$ cat src/hdl/video_pkg.sv
`default_nettype none

package video_pkg;

    // ########################################################################
    // Pixel and coordinate types
    // ########################################################################

    typedef logic [15:0] rgb565_t;              // R[15:11] G[10:5] B[4:0].
    typedef logic [7:0]  chan8_t;               // One HDMI colour channel.
    typedef logic [10:0] coord_t;               // Pixel or line index.

    // ########################################################################
    // Aiming box geometry
    // ########################################################################

    localparam coord_t  BOX_HALF_W = 11'd16;    // Half width in pixels.
    localparam coord_t  BOX_HALF_H = 11'd12;    // Half height in lines.
    localparam coord_t  BOX_LINE   = 11'd2;     // Outline thickness.

    // Pure red, full scale in the 5-bit field.
    localparam rgb565_t BOX_COLOR  = 16'hF800;

endpackage : video_pkg

`default_nettype wire

$ cat src/hdl/cam_pkg.sv
`default_nettype none

package cam_pkg;

    // ########################################################################
    // Camera side types
    // ########################################################################

    typedef logic [7:0] cam_byte_t;             // One byte per cycle from the sensor.

    typedef enum logic {
        CAM_1 = 1'b0,
        CAM_2 = 1'b1
    } cam_sel_t;

    // ########################################################################
    // Display control FSM
    // ########################################################################

    typedef enum logic [1:0] {
        ST_IDLE       = 2'd0,                   // Display off.
        ST_WAIT_FRAME = 2'd1,                   // Waiting for a frame start.
        ST_RUN        = 2'd2                    // Streaming to HDMI.
    } ctrl_state_t;

endpackage : cam_pkg

`default_nettype wire

$ cat src/hdl/pixel_bus_if.sv
`timescale 1ns/1ps
`default_nettype none

interface pixel_bus_if;
    import video_pkg::*;

    logic    valid;                             // Single-cycle pixel strobe.
    rgb565_t data;
    logic    sof;                               // First pixel of a frame.
    logic    sol;                               // First pixel of a line.

    modport src (
        output valid,
        output data,
        output sof,
        output sol
    );

    modport dst (
        input  valid,
        input  data,
        input  sof,
        input  sol
    );

    // Control only needs frame starts.
    modport mon (
        input  valid,
        input  sof
    );

endinterface : pixel_bus_if

`default_nettype wire

$ cat src/hdl/cam_byte_packer.sv
`timescale 1ns/1ps
`default_nettype none

module cam_byte_packer (
    input  wire                     clk,
    input  wire                     arst_n,
    input  wire                     vsync,
    input  wire                     href,
    input  wire cam_pkg::cam_byte_t data,
    pixel_bus_if.src                pix
);
    import cam_pkg::*;

    logic      vsync_q;
    logic      href_q;
    logic      vsync_rise;
    logic      href_rise;
    logic      phase_q;                         // High while the low byte is due.
    logic      sof_arm_q;
    logic      sol_arm_q;
    logic      emit;
    cam_byte_t hi_byte_q;

    assign vsync_rise = vsync & ~vsync_q;
    assign href_rise  = href & ~href_q;
    assign emit       = href & phase_q;

    // ########################################################################
    // Edge detect, byte phase and flag arming
    // ########################################################################

    always_ff @(posedge clk or negedge arst_n) begin
        if (!arst_n) begin
            vsync_q   <= 1'b0;
            href_q    <= 1'b0;
            phase_q   <= 1'b0;
            sof_arm_q <= 1'b0;
            sol_arm_q <= 1'b0;
            pix.valid <= 1'b0;
        end else begin
            vsync_q   <= vsync;
            href_q    <= href;
            pix.valid <= emit;

            // Leftover odd byte is lost when href drops.
            if (!href || href_rise) begin
                phase_q <= href;
            end else begin
                phase_q <= ~phase_q;
            end

            if (vsync_rise) begin
                sof_arm_q <= 1'b1;
            end else if (emit) begin
                sof_arm_q <= 1'b0;
            end

            if (href_rise) begin
                sol_arm_q <= 1'b1;
            end else if (emit) begin
                sol_arm_q <= 1'b0;
            end
        end
    end

    // ########################################################################
    // Pixel assembly
    // ########################################################################

    always_ff @(posedge clk) begin
        if (href && !phase_q) begin
            hi_byte_q <= data;                  // R[4:0] G[5:3].
        end
        if (emit) begin
            pix.data <= {hi_byte_q, data};      // Low byte is G[2:0] B[4:0].
            pix.sof  <= sof_arm_q;
            pix.sol  <= sol_arm_q;
        end
    end

endmodule : cam_byte_packer

`default_nettype wire

$ cat src/hdl/aim_ctrl.sv
`timescale 1ns/1ps
`default_nettype none

module aim_ctrl (
    input  wire                    clk,
    input  wire                    arst_n,
    input  wire                    enable,
    input  wire cam_pkg::cam_sel_t cam_sel,
    pixel_bus_if.mon               cam1,
    pixel_bus_if.mon               cam2,
    output cam_pkg::cam_sel_t      active_cam,
    output logic                   disp_en,
    output logic                   cam_inited
);
    import cam_pkg::*;

    ctrl_state_t state_q;
    ctrl_state_t state_d;
    cam_sel_t    active_q;
    logic        sof1;
    logic        sof2;
    logic        sel_sof;
    logic        seen1_q;
    logic        seen2_q;

    assign sof1    = cam1.valid & cam1.sof;
    assign sof2    = cam2.valid & cam2.sof;
    assign sel_sof = (cam_sel == CAM_1) ? sof1 : sof2;

    // ########################################################################
    // State machine
    // ########################################################################

    always_comb begin
        state_d = state_q;
        case (state_q)
            ST_IDLE:       state_d = ST_WAIT_FRAME;
            ST_WAIT_FRAME: if (sel_sof) state_d = ST_RUN;
            ST_RUN:        if (cam_sel != active_q) state_d = ST_WAIT_FRAME;
            default:       state_d = ST_IDLE;
        endcase
        if (!enable) begin
            state_d = ST_IDLE;                  // Overrides every state.
        end
    end

    always_ff @(posedge clk or negedge arst_n) begin
        if (!arst_n) begin
            state_q  <= ST_IDLE;
            active_q <= CAM_1;
            seen1_q  <= 1'b0;
            seen2_q  <= 1'b0;
        end else begin
            state_q <= state_d;
            if (state_q == ST_WAIT_FRAME && state_d == ST_RUN) begin
                active_q <= cam_sel;            // Latched at the frame edge.
            end
            if (sof1) begin
                seen1_q <= 1'b1;
            end
            if (sof2) begin
                seen2_q <= 1'b1;
            end
        end
    end

    // ########################################################################
    // Outputs to the formatter
    // ########################################################################

    // While waiting, the formatter already looks at the requested camera
    // so that the sof pixel that ends the wait reaches the screen.
    assign active_cam = (state_q == ST_WAIT_FRAME) ? cam_sel : active_q;

    always_comb begin
        disp_en = 1'b0;
        if (enable) begin
            if (state_q == ST_RUN) begin
                disp_en = (cam_sel == active_q);    // Blank as soon as a switch is asked.
            end else if (state_q == ST_WAIT_FRAME) begin
                disp_en = sel_sof;
            end
        end
    end

    assign cam_inited = seen1_q & seen2_q;      // Sticky.

endmodule : aim_ctrl

`default_nettype wire

$ cat src/hdl/aim_overlay_formatter.sv
`timescale 1ns/1ps
`default_nettype none

module aim_overlay_formatter (
    input  wire                    clk,
    input  wire                    arst_n,
    pixel_bus_if.dst               cam1,
    pixel_bus_if.dst               cam2,
    input  wire cam_pkg::cam_sel_t active_cam,
    input  wire                    disp_en,
    input  wire video_pkg::coord_t box_x,
    input  wire video_pkg::coord_t box_y,
    output logic                   hdmi_de,
    output logic                   hdmi_hsync,
    output logic                   hdmi_vsync,
    output video_pkg::chan8_t      hdmi_r,
    output video_pkg::chan8_t      hdmi_g,
    output video_pkg::chan8_t      hdmi_b
);
    import video_pkg::*;
    import cam_pkg::*;

    logic    pix_valid;
    rgb565_t pix_data;
    logic    pix_sof;
    logic    pix_sol;
    logic    show;
    coord_t  x_q;                               // Next x on the current line.
    coord_t  y_q;
    logic    tgl_q;
    coord_t  cur_x;
    coord_t  cur_y;
    logic    tgl_d;
    coord_t  dx;
    coord_t  dy;
    logic    on_box;
    rgb565_t out_pix;

    function automatic coord_t abs_diff(input coord_t a, input coord_t b);
        coord_t d;
        if (a >= b) begin
            d = a - b;
        end else begin
            d = b - a;
        end
        return d;
    endfunction

    // ########################################################################
    // Stream select and position
    // ########################################################################

    always_comb begin
        if (active_cam == CAM_1) begin
            pix_valid = cam1.valid;
            pix_data  = cam1.data;
            pix_sof   = cam1.sof;
            pix_sol   = cam1.sol;
        end else begin
            pix_valid = cam2.valid;
            pix_data  = cam2.data;
            pix_sof   = cam2.sof;
            pix_sol   = cam2.sol;
        end
    end

    always_comb begin
        cur_x = pix_sol ? '0 : x_q;
        cur_y = y_q;
        tgl_d = tgl_q;
        if (pix_sof) begin
            cur_y = '0;
            tgl_d = 1'b0;
        end else if (pix_sol) begin
            tgl_d = ~tgl_q;
            if (tgl_q) begin
                cur_y = y_q + 1'b1;             // Every second line.
            end
        end
    end

    always_ff @(posedge clk or negedge arst_n) begin
        if (!arst_n) begin
            x_q   <= '0;
            y_q   <= '0;
            tgl_q <= 1'b0;
        end else if (pix_valid) begin
            x_q   <= cur_x + 1'b1;
            y_q   <= cur_y;
            tgl_q <= tgl_d;
        end
    end

    // ########################################################################
    // Box outline and output stage
    // ########################################################################

    assign dx     = abs_diff(cur_x, box_x);
    assign dy     = abs_diff(cur_y, box_y);
    assign on_box = (dx <= BOX_HALF_W) && (dy <= BOX_HALF_H) &&
                    ((dx > BOX_HALF_W - BOX_LINE) || (dy > BOX_HALF_H - BOX_LINE));

    assign out_pix = on_box ? BOX_COLOR : pix_data;
    assign show    = pix_valid & disp_en;

    always_ff @(posedge clk or negedge arst_n) begin
        if (!arst_n) begin
            hdmi_de    <= 1'b0;
            hdmi_hsync <= 1'b0;
            hdmi_vsync <= 1'b0;
        end else begin
            hdmi_de    <= show;
            hdmi_hsync <= show & pix_sol;
            hdmi_vsync <= show & pix_sof;
        end
    end

    always_ff @(posedge clk) begin
        if (show) begin
            hdmi_r <= {out_pix[15:11], 3'b000};
            hdmi_g <= {out_pix[10:5], 2'b00};
            hdmi_b <= {out_pix[4:0], 3'b000};
        end else begin
            hdmi_r <= '0;
            hdmi_g <= '0;
            hdmi_b <= '0;
        end
    end

endmodule : aim_overlay_formatter

`default_nettype wire

$ cat src/hdl/aim_bot_top.sv
`timescale 1ns/1ps
`default_nettype none

module aim_bot_top (
    input  wire                     clk,
    input  wire                     arst_n,

    input  wire                     cam1_vsync,
    input  wire                     cam1_href,
    input  wire cam_pkg::cam_byte_t cam1_data,

    input  wire                     cam2_vsync,
    input  wire                     cam2_href,
    input  wire cam_pkg::cam_byte_t cam2_data,

    input  wire                     enable,
    input  wire cam_pkg::cam_sel_t  cam_sel,
    input  wire video_pkg::coord_t  box_x,
    input  wire video_pkg::coord_t  box_y,

    output logic                    hdmi_de,
    output logic                    hdmi_hsync,
    output logic                    hdmi_vsync,
    output video_pkg::chan8_t       hdmi_r,
    output video_pkg::chan8_t       hdmi_g,
    output video_pkg::chan8_t       hdmi_b,

    output logic                    cam_inited
);
    import cam_pkg::*;

    cam_sel_t active_cam;
    logic     disp_en;

    pixel_bus_if cam1_bus ();
    pixel_bus_if cam2_bus ();

    // ########################################################################
    // Camera byte packing
    // ########################################################################

    cam_byte_packer u_cam1_packer (
        .clk    (clk       ),
        .arst_n (arst_n    ),
        .vsync  (cam1_vsync),
        .href   (cam1_href ),
        .data   (cam1_data ),
        .pix    (cam1_bus  )
    );

    cam_byte_packer u_cam2_packer (
        .clk    (clk       ),
        .arst_n (arst_n    ),
        .vsync  (cam2_vsync),
        .href   (cam2_href ),
        .data   (cam2_data ),
        .pix    (cam2_bus  )
    );

    // ########################################################################
    // Control and display
    // ########################################################################

    aim_ctrl u_ctrl (
        .clk        (clk       ),
        .arst_n     (arst_n    ),
        .enable     (enable    ),
        .cam_sel    (cam_sel   ),
        .cam1       (cam1_bus  ),
        .cam2       (cam2_bus  ),
        .active_cam (active_cam),
        .disp_en    (disp_en   ),
        .cam_inited (cam_inited)
    );

    aim_overlay_formatter u_formatter (
        .clk        (clk       ),
        .arst_n     (arst_n    ),
        .cam1       (cam1_bus  ),
        .cam2       (cam2_bus  ),
        .active_cam (active_cam),
        .disp_en    (disp_en   ),
        .box_x      (box_x     ),
        .box_y      (box_y     ),
        .hdmi_de    (hdmi_de   ),
        .hdmi_hsync (hdmi_hsync),
        .hdmi_vsync (hdmi_vsync),
        .hdmi_r     (hdmi_r    ),
        .hdmi_g     (hdmi_g    ),
        .hdmi_b     (hdmi_b    )
    );

endmodule : aim_bot_top

`default_nettype wire

$ cat config.mk
export PLATFORM = sky130hd
export DESIGN_NAME = aim_bot_top
export DESIGN_NICKNAME = d
export VERILOG_FILES = /design/src/hdl/video_pkg.sv /design/src/hdl/cam_pkg.sv /design/src/hdl/pixel_bus_if.sv /design/src/hdl/cam_byte_packer.sv /design/src/hdl/aim_ctrl.sv /design/src/hdl/aim_overlay_formatter.sv /design/src/hdl/aim_bot_top.sv
export SDC_FILE = /design/constraint.sdc
export NUM_CORES = 1
export LEC_CHECK = 0
export BUFFER_PORTS_ARGS = -buffer_cell sky130_fd_sc_hd__buf_2
export CAP_MARGIN = 15
export CORE_MARGIN = 8
export CORE_UTILIZATION = 35
export DETAILED_ROUTE_END_ITERATION = 16
export SYNTH_ARGS = -nofsm -noshare
export SYNTH_HDL_FRONTEND = slang
export SYNTH_SLANG_ARGS = --single-unit
export TNS_END_PERCENT = 100
$ cat constraint.sdc
create_clock -name clk -period 6.3 [get_ports clk]
set_clock_uncertainty 0.05 [all_clocks]
set_input_delay 1.26 -clock clk [delete_from_list [all_inputs] [get_ports clk]]
set_output_delay 1.26 -clock clk [all_outputs]
set_load 0.05 [all_outputs]
* Word-level counts from Yosys, hierarchy flattened
Cells that the tools add are included.
** Word-level totals
- Bits in registers :: 119
- Input bits :: 46
- Output and inout port bits :: 28
** Cells by class
- $add $sub $neg :: 6
- Magnitude comparators :: 6
- Equal/unequal tests :: 5
- Multiplexer cells :: 30
- Bitwise logic cells :: 20
- Reductions and logical operators :: 20
** Operators with widths (number)
- $mux W11 :: 6
- $sub A11 B11 Y11 :: 4
- $mux W16 :: 2
- $add A11 B1 Y11 const B :: 2
- $ge A11 B11 Y1 :: 2
- $gt A11 B4 Y1 const B :: 2
- $mux W1 :: 18
- $and A1 B1 Y1 :: 12
- $le A11 B4 Y1 const B :: 1
- $le A11 B5 Y1 const B :: 1
- $reduce_bool A2 Y1 :: 5
- $not A1 Y1 :: 8
- $mux W2 :: 3
- $pmux W2 S3 :: 1
- $logic_and A1 B1 Y1 :: 5
- $eq A2 B2 Y1 const B :: 2
- $logic_not A1 Y1 :: 4
- $logic_or A1 B1 Y1 :: 3
- $eq A2 B1 Y1 const B :: 1
- $logic_not A2 Y1 :: 1
- $reduce_and A2 Y1 :: 1
- $reduce_or A2 Y1 :: 1
- $eq A1 B1 Y1 :: 1
- $ne A1 B1 Y1 :: 1

* Depth between registers and ports, before layout
Gate-level depths: netlist of the first run.
- Word-level depth :: 11
- Depth in mapped cells :: 22
- Depth with buffers taken out :: 19

* Cells and area by module
From an unflattened synthesis of the first run, not the netlist that was laid out.
** Second synthesis, totals
- Cell total of the unflattened synthesis :: 644
- Area, all modules :: 6620.1 sq um
** Modules (own cells, without submodules)
- aim_overlay_formatter :: instances 1, cells an instance 540, area each 4396.7 sq um, seq. area each 970.9 sq um
- cam_byte_packer :: instances 2, cells an instance 40, area each 979.7 sq um, seq. area each 930.9 sq um
- aim_ctrl :: instances 1, cells an instance 24, area each 264.0 sq um, seq. area each 125.1 sq um

* Least setup slack after synthesis of the first run
Ideal clock, no wire load.
- Path kind :: in2reg
- From :: input cam_sel
- To :: register u_formatter.hdmi_b[3]
- Library setup time :: 122 ps
- Arrival :: 5343 ps
- Setup slack :: 786 ps
- Stages :: 21
- Cell sequence :: mux2i_1 mux2_2 and2_1 clkbuf_1 and4_1 nand2_1 xor2_1 nor2_1 ha_1 buf_6 and3_1 and4_1 or3_1 buf_2 mux2i_1 o221ai_1 or4_1 a211oi_2 and3_1 buf_6 a21oi_1
** Between the ends
- Longest elaborated chain between the ends :: 10
- Elaborated cells between the ends (all ways) :: 31
- Those cells by class :: add/sub (4); order compare (6); eq/ne (1); mux (14); bitwise (2); reduce/logical (4)
** Ends and longest elaborated chain
- start: declaration :: RTL line aim_bot_top.sv:17 : input wire cam_pkg::cam_sel_t cam_sel,
- $mux W1 * :: RTL line aim_ctrl.sv:73 : assign active_cam = (state_q == ST_WAIT_FRAME) ? cam_sel : active_q;
- $mux W1 :: RTL line aim_overlay_formatter.sv:54 : if (active_cam == CAM_1) begin
- $mux W11 :: RTL line aim_overlay_formatter.sv:74 : end else if (pix_sol) begin
- $mux W11 * :: RTL line aim_overlay_formatter.sv:71 : if (pix_sof) begin
- via u_formatter.cur_y[7] :: RTL line aim_overlay_formatter.sv:32 : coord_t cur_y;
- $sub A11 B11 Y11, or another cell as far along :: RTL line aim_overlay_formatter.sv:44 : d = b - a;
- $mux W11 * :: RTL line aim_overlay_formatter.sv:41 : if (a >= b) begin
- $le A11 B4 Y1 or $gt A11 B4 Y1 (tied branches) :: RTL line aim_overlay_formatter.sv:100, aim_overlay_formatter.sv:101
- $logic_and A1 B1 Y1 or $logic_or A1 B1 Y1 (tied branches) :: RTL line aim_overlay_formatter.sv:100, aim_overlay_formatter.sv:101
- $logic_and A1 B1 Y1 * :: RTL line aim_overlay_formatter.sv:100 : assign on_box = (dx <= BOX_HALF_W) && (dy <= BOX_HALF_H) &&
- $reduce_or A2 Y1 (no source line) *
- end signal: assignment :: RTL line aim_overlay_formatter.sv:122 : hdmi_b <= {out_pix[4:0], 3'b000};
- end: declaration :: RTL line aim_overlay_formatter.sv:18 : output video_pkg::chan8_t hdmi_b
The timed path passes the listed nets; every way through them passes the cells marked *.
A chain may end at the register's enable or synchronous reset.

* Worst setup path after layout of the first run
Same ends and word-level chain as after synthesis.

==> impl_results.md, run 1 <==
- Die area: roughly 24000 um2
- Pin count of the biggest net entering global routing: 44
- Status: finished clean
- Max-Cap Viols: 0
- Hold path cells: 0
- EDFF count, synth: 52
- Die height: 156 um
- Clock slew at the register clock pins of the worst setup and hold paths: ~80 ps
- Initial antenna violation count: 0
- Initial Util: 35.3%
- First-pass GRT wire length: roughly 26000 um
- Fin. max-slew vios: 0
- Nets: between 800 and 900
- Share of post-route cells with drive strength above 1: between 10% and 20%
- # setup viols final: 0
- Distinct cells, synth: 74
- Most common cell in the synthesized netlist: nand2_1
- Fraction of registers with async set/reset: between 30% and 40%
- Die Wd: approximately 160 um
- DRT iter0 DRCs: around 300
- Num CTS Buffers: 9
- Final Util: 39.9%
- Clock Latency Late Sink: 340 ps
- Placed instance area: around 7400 um2
- Inst Count DP: 1011
- N_diodes: 0
- Required time worst endpoint: approximately 6500 ps
- Global Route Usage Sum: a little over an eighth
- Worst slew margin: about a third
- Vias in the first global route: between 5000 and 6000
- Crit end category: flop
- Synthesized cell area: slightly below 7000 um2
- Hold Startpoint: u_cam1_packer.hi_byte_q[4]
- Hold/Removal Path Class: reg -> reg
- Total leakage power: roughly 3.4 nW
- Setup TNS: 0 ps
- Drt first pass iters: 5
- Syn-to-layout area delta: 12.9%
- Reg2reg setup slack: approximately 1000 ps
- DRC violations left: 0
- Sink Count: around 110
- Mean Syn Cell Area: 9.81 um2
- Critical Path AT: just under 6000 ps
- Final WL: approximately 16000 um
- Synth area leader: edfxtp_1
- R2r startpoint: u_ctrl.state_q[1]
- Post-layout min period: approximately 5700 ps
- Wirelength per Cell: ~15 um
- Post-synth top cells: nand2_1, inv_1, edfxtp_1, a21oi_1, ha_1
- Synth Instances: 696
- Seq cells post-synth: around 110
- Fin cells: 1027
- Congestion Overflow GR: 0
- Final instance area: 7710 um2
- Gates resized, CTS repair: 0
- CP max FO: 20
- Final Hold Viols: 0
- Post-synth top flop: edfxtp_1
- Part of the Yosys area used for sequential elements: around 43%
- Post-CTS Setup Repair Bufs: 0
- R2r endpoint: u_formatter.hdmi_b[3]
- IO Pins: 74
- TritonCTS clock tree: yes
- Max IR drop VDD: between 0.15 and 0.2 mV
- Core ar.: 19300 um2
- Gpl congestion: around 0.85
- Hold path endpoint: u_cam1_packer.pix.data[12]
- Post-DRT Antenna Nets: 0
- Setup crit start kind: input port
- Yosys Warn Count: 0
- Hpwl dp: ~12000 um
- Top-area cell type share of the netlist area: a little under a quarter
- Reg2reg path depth: 18
- RSZ-0062 raised after global routing: no
- Fmax: ~0.18 GHz
- Final Cycle Share: 90.1%
- H-tree levels: 3
- Port bufs: 65
- Crit Path Category: in -> reg
- Pwr Density: between 200 and 250 nW/um2
- Root Driver: clkbuf_16
- Hold-fix buffers, CTS: 0
- Synth top area cells: edfxtp_1, dfrtp_1, ha_1, dfxtp_1, nand2_1
- Vias per cell: 5.02
- Tightest Pin Transition: a little over 1000 ps
- Vias: a little over 5000
- Longest Clk Path Bufs: 2
- Rows: between 50 and 60
==> worst max-delay path, stage by stage <==
cell	delay (ps)
buf_2	130
mux2i_2	220
buf_4	350
mux2_2	450
nor2_1	270
inv_1	150
fa_1	470
a211o_1	330
a2111oi_0	490
buf_4	210
nor2_1	50
nor4_1	220
a21o_1	130
or4bb_1	390
o221ai_1	220
and3_1	190
buf_4	180
a21oi_1	90
==> flip-flops by register name (all words and copies together), names as in the netlist, 2 cells and up <==
| name | count |
|---|---|
| u_cam1_packer.pix.data | 16 |
| u_ctrl.state_q | 2 |
| u_cam1_packer.hi_byte_q | 8 |
| u_formatter.hdmi_g | 6 |
| u_formatter.hdmi_r | 5 |
| u_formatter.x_q | 11 |
| u_cam2_packer.hi_byte_q | 8 |
| u_formatter.y_q | 11 |
| u_formatter.hdmi_b | 5 |
| u_cam2_packer.pix.data | 16 |
==> final cells by class <==
cell class	count	area, um2
Clock buffer	9	225
Clock inverter	7	82.6
Fill cell	1908	11600
Inverter	61	229
Multi-Input combinational cell	495	3450
Sequential cell	111	2960
Tap cell	265	332
Timing Repair Buffer	79	430
==> layout by cell type, fill, tap and decap left out, types with 5 or more instances in the layout <==
master / synthesis / layout
nand2_1: 79 / 79
o211ai_1: 7 / 7
nand3_1: 16 / 16
nor3_1: 9 / 9
buf_2: 2 / 65
conb_1: 1 / 8
o21a_1: 8 / 8
o21ai_1: 6 / 6
clkbuf_16: 0 / 9
nand2b_1: 15 / 15
nor2b_1: 7 / 7
edfxtp_1: 52 / 52
dfxtp_1: 16 / 16
ha_1: 44 / 44
o21ai_0: 30 / 30
nand4_1: 7 / 7
o22ai_1: 5 / 5
buf_4: 8 / 14
inv_1: 61 / 61
mux2i_1: 12 / 10
mux2_2: 23 / 23
o31ai_1: 12 / 12
dfrtp_1: 43 / 43
and4_1: 5 / 5
xor2_1: 11 / 11
nor2_1: 27 / 27
xnor2_1: 11 / 11
a21o_1: 15 / 15
and3_1: 11 / 11
a21oi_1: 44 / 44
==> metal layers <==
layer	GRT usage (%)	up-vias	wire (um)
li1	-	2590	-
met1	16.7	2428	7110
met2	22.5	113	7750
met3	2.22	22	609
met4	3.65	0	294
met5	0	-	0
==> where the power goes <==
| group | switching, mW | leakage [nW] | internal, mW |
|---|---|---|---|
| Clock | 0.278 | 0.148 | 0.285 |
| Combinational | 0.207 | 2.06 | 0.135 |
| Sequential | 0.0228 | 1.17 | 0.797 |
| Total | 0.508 | 3.38 | 1.22 |
==> stage by stage <==
stage          setup slack, ps  power [mW]  hold slack [ps]
2_1_floorplan              786        1.08              350
3_3_place_gp               349        1.17              352
3_5_place_dp               274        1.18              355
4_1_cts                    597        1.74              363
5_1_grt                    260        1.81              369
6_report                   625        1.72              364
==> worst max-delay path by stage <==
stage / depth (start not counted) / startpoint / slack (ps) / end
3_5_place_dp: 17 / cam_sel / 270 / u_formatter.hdmi_r[4]
2_1_floorplan: 21 / cam_sel / 790 / u_formatter.hdmi_b[3]
5_1_grt: 17 / cam_sel / 260 / u_formatter.hdmi_r[4]
3_3_place_gp: 17 / cam_sel / 350 / u_formatter.hdmi_r[3]
6_report: 18 / cam_sel / 630 / u_formatter.hdmi_b[3]
4_1_cts: 17 / cam_sel / 600 / u_formatter.hdmi_r[4]
==> cell families after synthesis <==
logic type | synth area share (%)
AO/OA/AOI/OAI | 17.1
XOR/XNOR | 2.82
adder cells (fa/ha/maj) | 9.24
buffers and inverters | 6.60
flip-flops | 43.3
multiplexers | 5.55
other | 0.0549
AND/OR/NAND/NOR | 15.3
(Power assumes the default switching activity.)
==> run 2, diff against run 1 <==
BUFFER_PORTS_ARGS = not set   (was -buffer_cell sky130_fd_sc_hd__buf_2)
DONT_BUFFER_PORTS = 1   (was not set)
==> run 2 against run 1 <==
Against the previous run: power shrank 0.39%; sequential cell count is the same; hold slack better by 3.3 ps.
==> impl_results.md, run 2 (synthesis gave the netlist of run 1 again) <==
- Status: finished clean
- Post-layout min period: 5770 ps (+95.1 ps)
- Fmax: 0.173 GHz (-1.6%)
- Hold path endpoint: u_cam2_packer.pix.data[8]
- TritonCTS clock tree: yes
- Clock Latency Late Sink: 340 ps (about the same)
- Syn-to-layout area delta: 7.48%
- CP max FO: 11 (-45%)
- Initial Util: 35.3% (unchanged)
- Gates resized, CTS repair: 0 (unchanged)
- Hold path cells: 0 (unchanged)
- N_diodes: 0 (unchanged)
- Met3 usage: 2.52% (+0.30 points)
- Post-DRT Antenna Nets: 0 (unchanged)
- Longest Clk Path Bufs: 2 (unchanged)
- R2r startpoint: u_ctrl.state_q[1]
- H-tree levels: 3 (unchanged)
- IO Pins: 74 (unchanged)
- Drt first pass iters: 4 (-1)
- DRT iter0 DRCs: 246 (-18%)
- Clock slew at the register clock pins of the worst setup and hold paths: 70 ps (about the same)
- Max-Cap Viols: 0 (unchanged)
- Wirelength per Cell: 16.2 um (+5.6%)
- Commonest cells after routing, fill and taps aside: nand2_1, inv_1, edfxtp_1, a21oi_1, ha_1
- RSZ-0062 raised after global routing: no
- Hpwl dp: 12100 um (-0.93%)
- Gpl congestion: 0.879 (+3.1%)
- Setup crit start kind: input port
- Worst slew margin: 43.9% (+11 points)
- Nets: 779 (-8.5%)
- Final Hold Viols: 0 (unchanged)
- Vias: 4869 (-5.5%)
- Slowest CP cell: or4_1
- Pwr Density: 234 nW/um2 (+4.7%)
- Hold-fix buffers, CTS: 0 (unchanged)
- Most common cell after layout, fill and taps aside: nand2_1
- Rows: 51 (unchanged)
- Met1 Use GR: 16.1% (-0.64 points)
- Die height: 156 um (unchanged)
- Worst path cell trace: mux2i_2 -> mux2_2 -> and2_1 -> and3_1 -> nand2_1 -> xor2_1 -> nor2_1 -> ha_1 -> a21o_1 -> o2bb2ai_1 -> o21ai_1 -> nand2_2 -> mux2_2 -> or4_1 -> a211oi_2 -> and3_1 -> a21oi_1
- Filler Cell Count: 1942 (+1.8%)
- Global Route Usage Sum: 12.8% (-0.34 points)
- Setup TNS: 0 ps (unchanged)
- Die Wd: 156 um (unchanged)
- Root Driver: clkbuf_16
- Hold/Removal Path Class: reg -> reg
- M2 GR Usage: 21.9% (-0.56 points)
- # setup viols final: 0 (unchanged)
- Initial antenna violation count: 0 (unchanged)
- Hold Startpoint: u_cam2_packer.hi_byte_q[0]
- First-pass GRT wire length: 24800 um (-4.0%)
- Num CTS Buffers: 9 (unchanged)
- Reg2reg path depth: 18 (unchanged)
- Reg2reg setup slack: 750 ps (-240 ps)
- Final Cycle Share: 91.6% (+1.5 points)
- Die area: 24200 um2 (unchanged)
- Core ar.: 19300 um2 (unchanged)
- Final instance area: 7340 um2 (-4.8%)
- Largest regs: u_cam1_packer.pix.data (16), u_cam2_packer.pix.data (16)
- Critical Path AT: 5920 ps (+100 ps)
- Fin Hold WS: 368 ps (+3.32 ps)
- Pin count of the biggest net entering global routing: 44 (unchanged)
- Share of post-route cells with drive strength above 1: 8.99% (-8.6 points)
- Sink Count: 111 (unchanged)
- Final WL: 15500 um (-1.8%)
- Crit end category: flop
- Port bufs: 0 (-100%)
- DRC violations left: 0 (unchanged)
- R2r endpoint: u_formatter.hdmi_g[2]
- Tightest Pin Transition: 841 ps (-169 ps)
- Total leakage power: 3.06 nW (-9.3%)
- Post-CTS Setup Repair Bufs: 0 (unchanged)
- Placed instance area: 7020 um2 (-5.1%)
- Congestion Overflow GR: 0 (unchanged)
- Vias per cell: 5.10 (+1.6%)
- GR peak layer: met2
- Max IR drop VDD: 0.229 mV (+31%)
- Required time worst endpoint: 6450 ps (about the same)
- Vias in the first global route: 4755 (-8.5%)
- Crit Path Category: in -> reg
- Fin. max-slew vios: 0 (unchanged)
- Worst path max stage delay: 510 ps (+20 ps)
-- run 2: changes by cell type in the layout (fill, tap and decap cells not counted) --
cell       delta
buf_2        -65
buf_4         -7
bufinv_16     +1
clkbuf_8      +1
clkinv_4      +1
clkinv_8      -2
inv_6         +1
inv_8         -2
-- run 2: area by class of cell --
type / instances / area [um2] / share of cell area [%]
sequential: 111 / 2960 / 40.3
clock buffer: 10 / 239 / 3.26
multi-input combinational: 495 / 3450 / 47.0
clock inverter: 6 / 75.1 / 1.02
tap: 265 / 332 / 4.52
inverter: 61 / 229 / 3.12
timing repair buffer: 7 / 52.6 / 0.716
-- run 2: worst max-delay path, delay by kind of cell --
family | cells | cell delay, ps
AND/OR/NAND/NOR | 7 | 1890
AO/OA/AOI/OAI | 5 | 1230
multiplexers | 3 | 910
adder cells (fa/ha/maj) | 1 | 420
XOR/XNOR | 1 | 200
-- run 2: power by group --
part	total, mW	leakage, nW	internal (mW)	switching (mW)
Sequential	0.822	1.17	0.798	0.0243
Clock	0.583	0.152	0.326	0.257
Combinational	0.313	1.74	0.123	0.190
Total	1.72	3.06	1.25	0.472
-- run 2: worst max path at each step --
stage | start | to | slack [ps] | cells past startpoint
after floorplan | cam_sel | u_formatter.hdmi_b[3] | 790 | 21
after global placement | cam_sel | u_formatter.hdmi_g[2] | 310 | 17
after detailed placement | cam_sel | u_formatter.hdmi_b[3] | 240 | 17
after CTS | cam_sel | u_formatter.hdmi_b[3] | 590 | 17
after global routing | cam_sel | u_formatter.hdmi_g[2] | 190 | 17
final | cam_sel | u_formatter.hdmi_g[2] | 530 | 17
-- run 2: per-stage QoR --
step / worst slack (ps) / util (%) / total power, mW / cells
global placement: 310 / 36.3 / 1.15 / 939
finish: 530 / 37.9 / 1.72 / 955
global route: 191 / 37.9 / 1.80 / 955
floorplan: 786 / - / 1.08 / 703
detailed placement: 239 / 36.3 / 1.15 / 939
CTS: 588 / 37.9 / 1.74 / 955
-- run 2: per-layer routing --
layer  wire, um  vias up
li1           -     2445
met1       7100     2328
met2       7530       81
met3        616       15
met4        238        0
met5          0        -
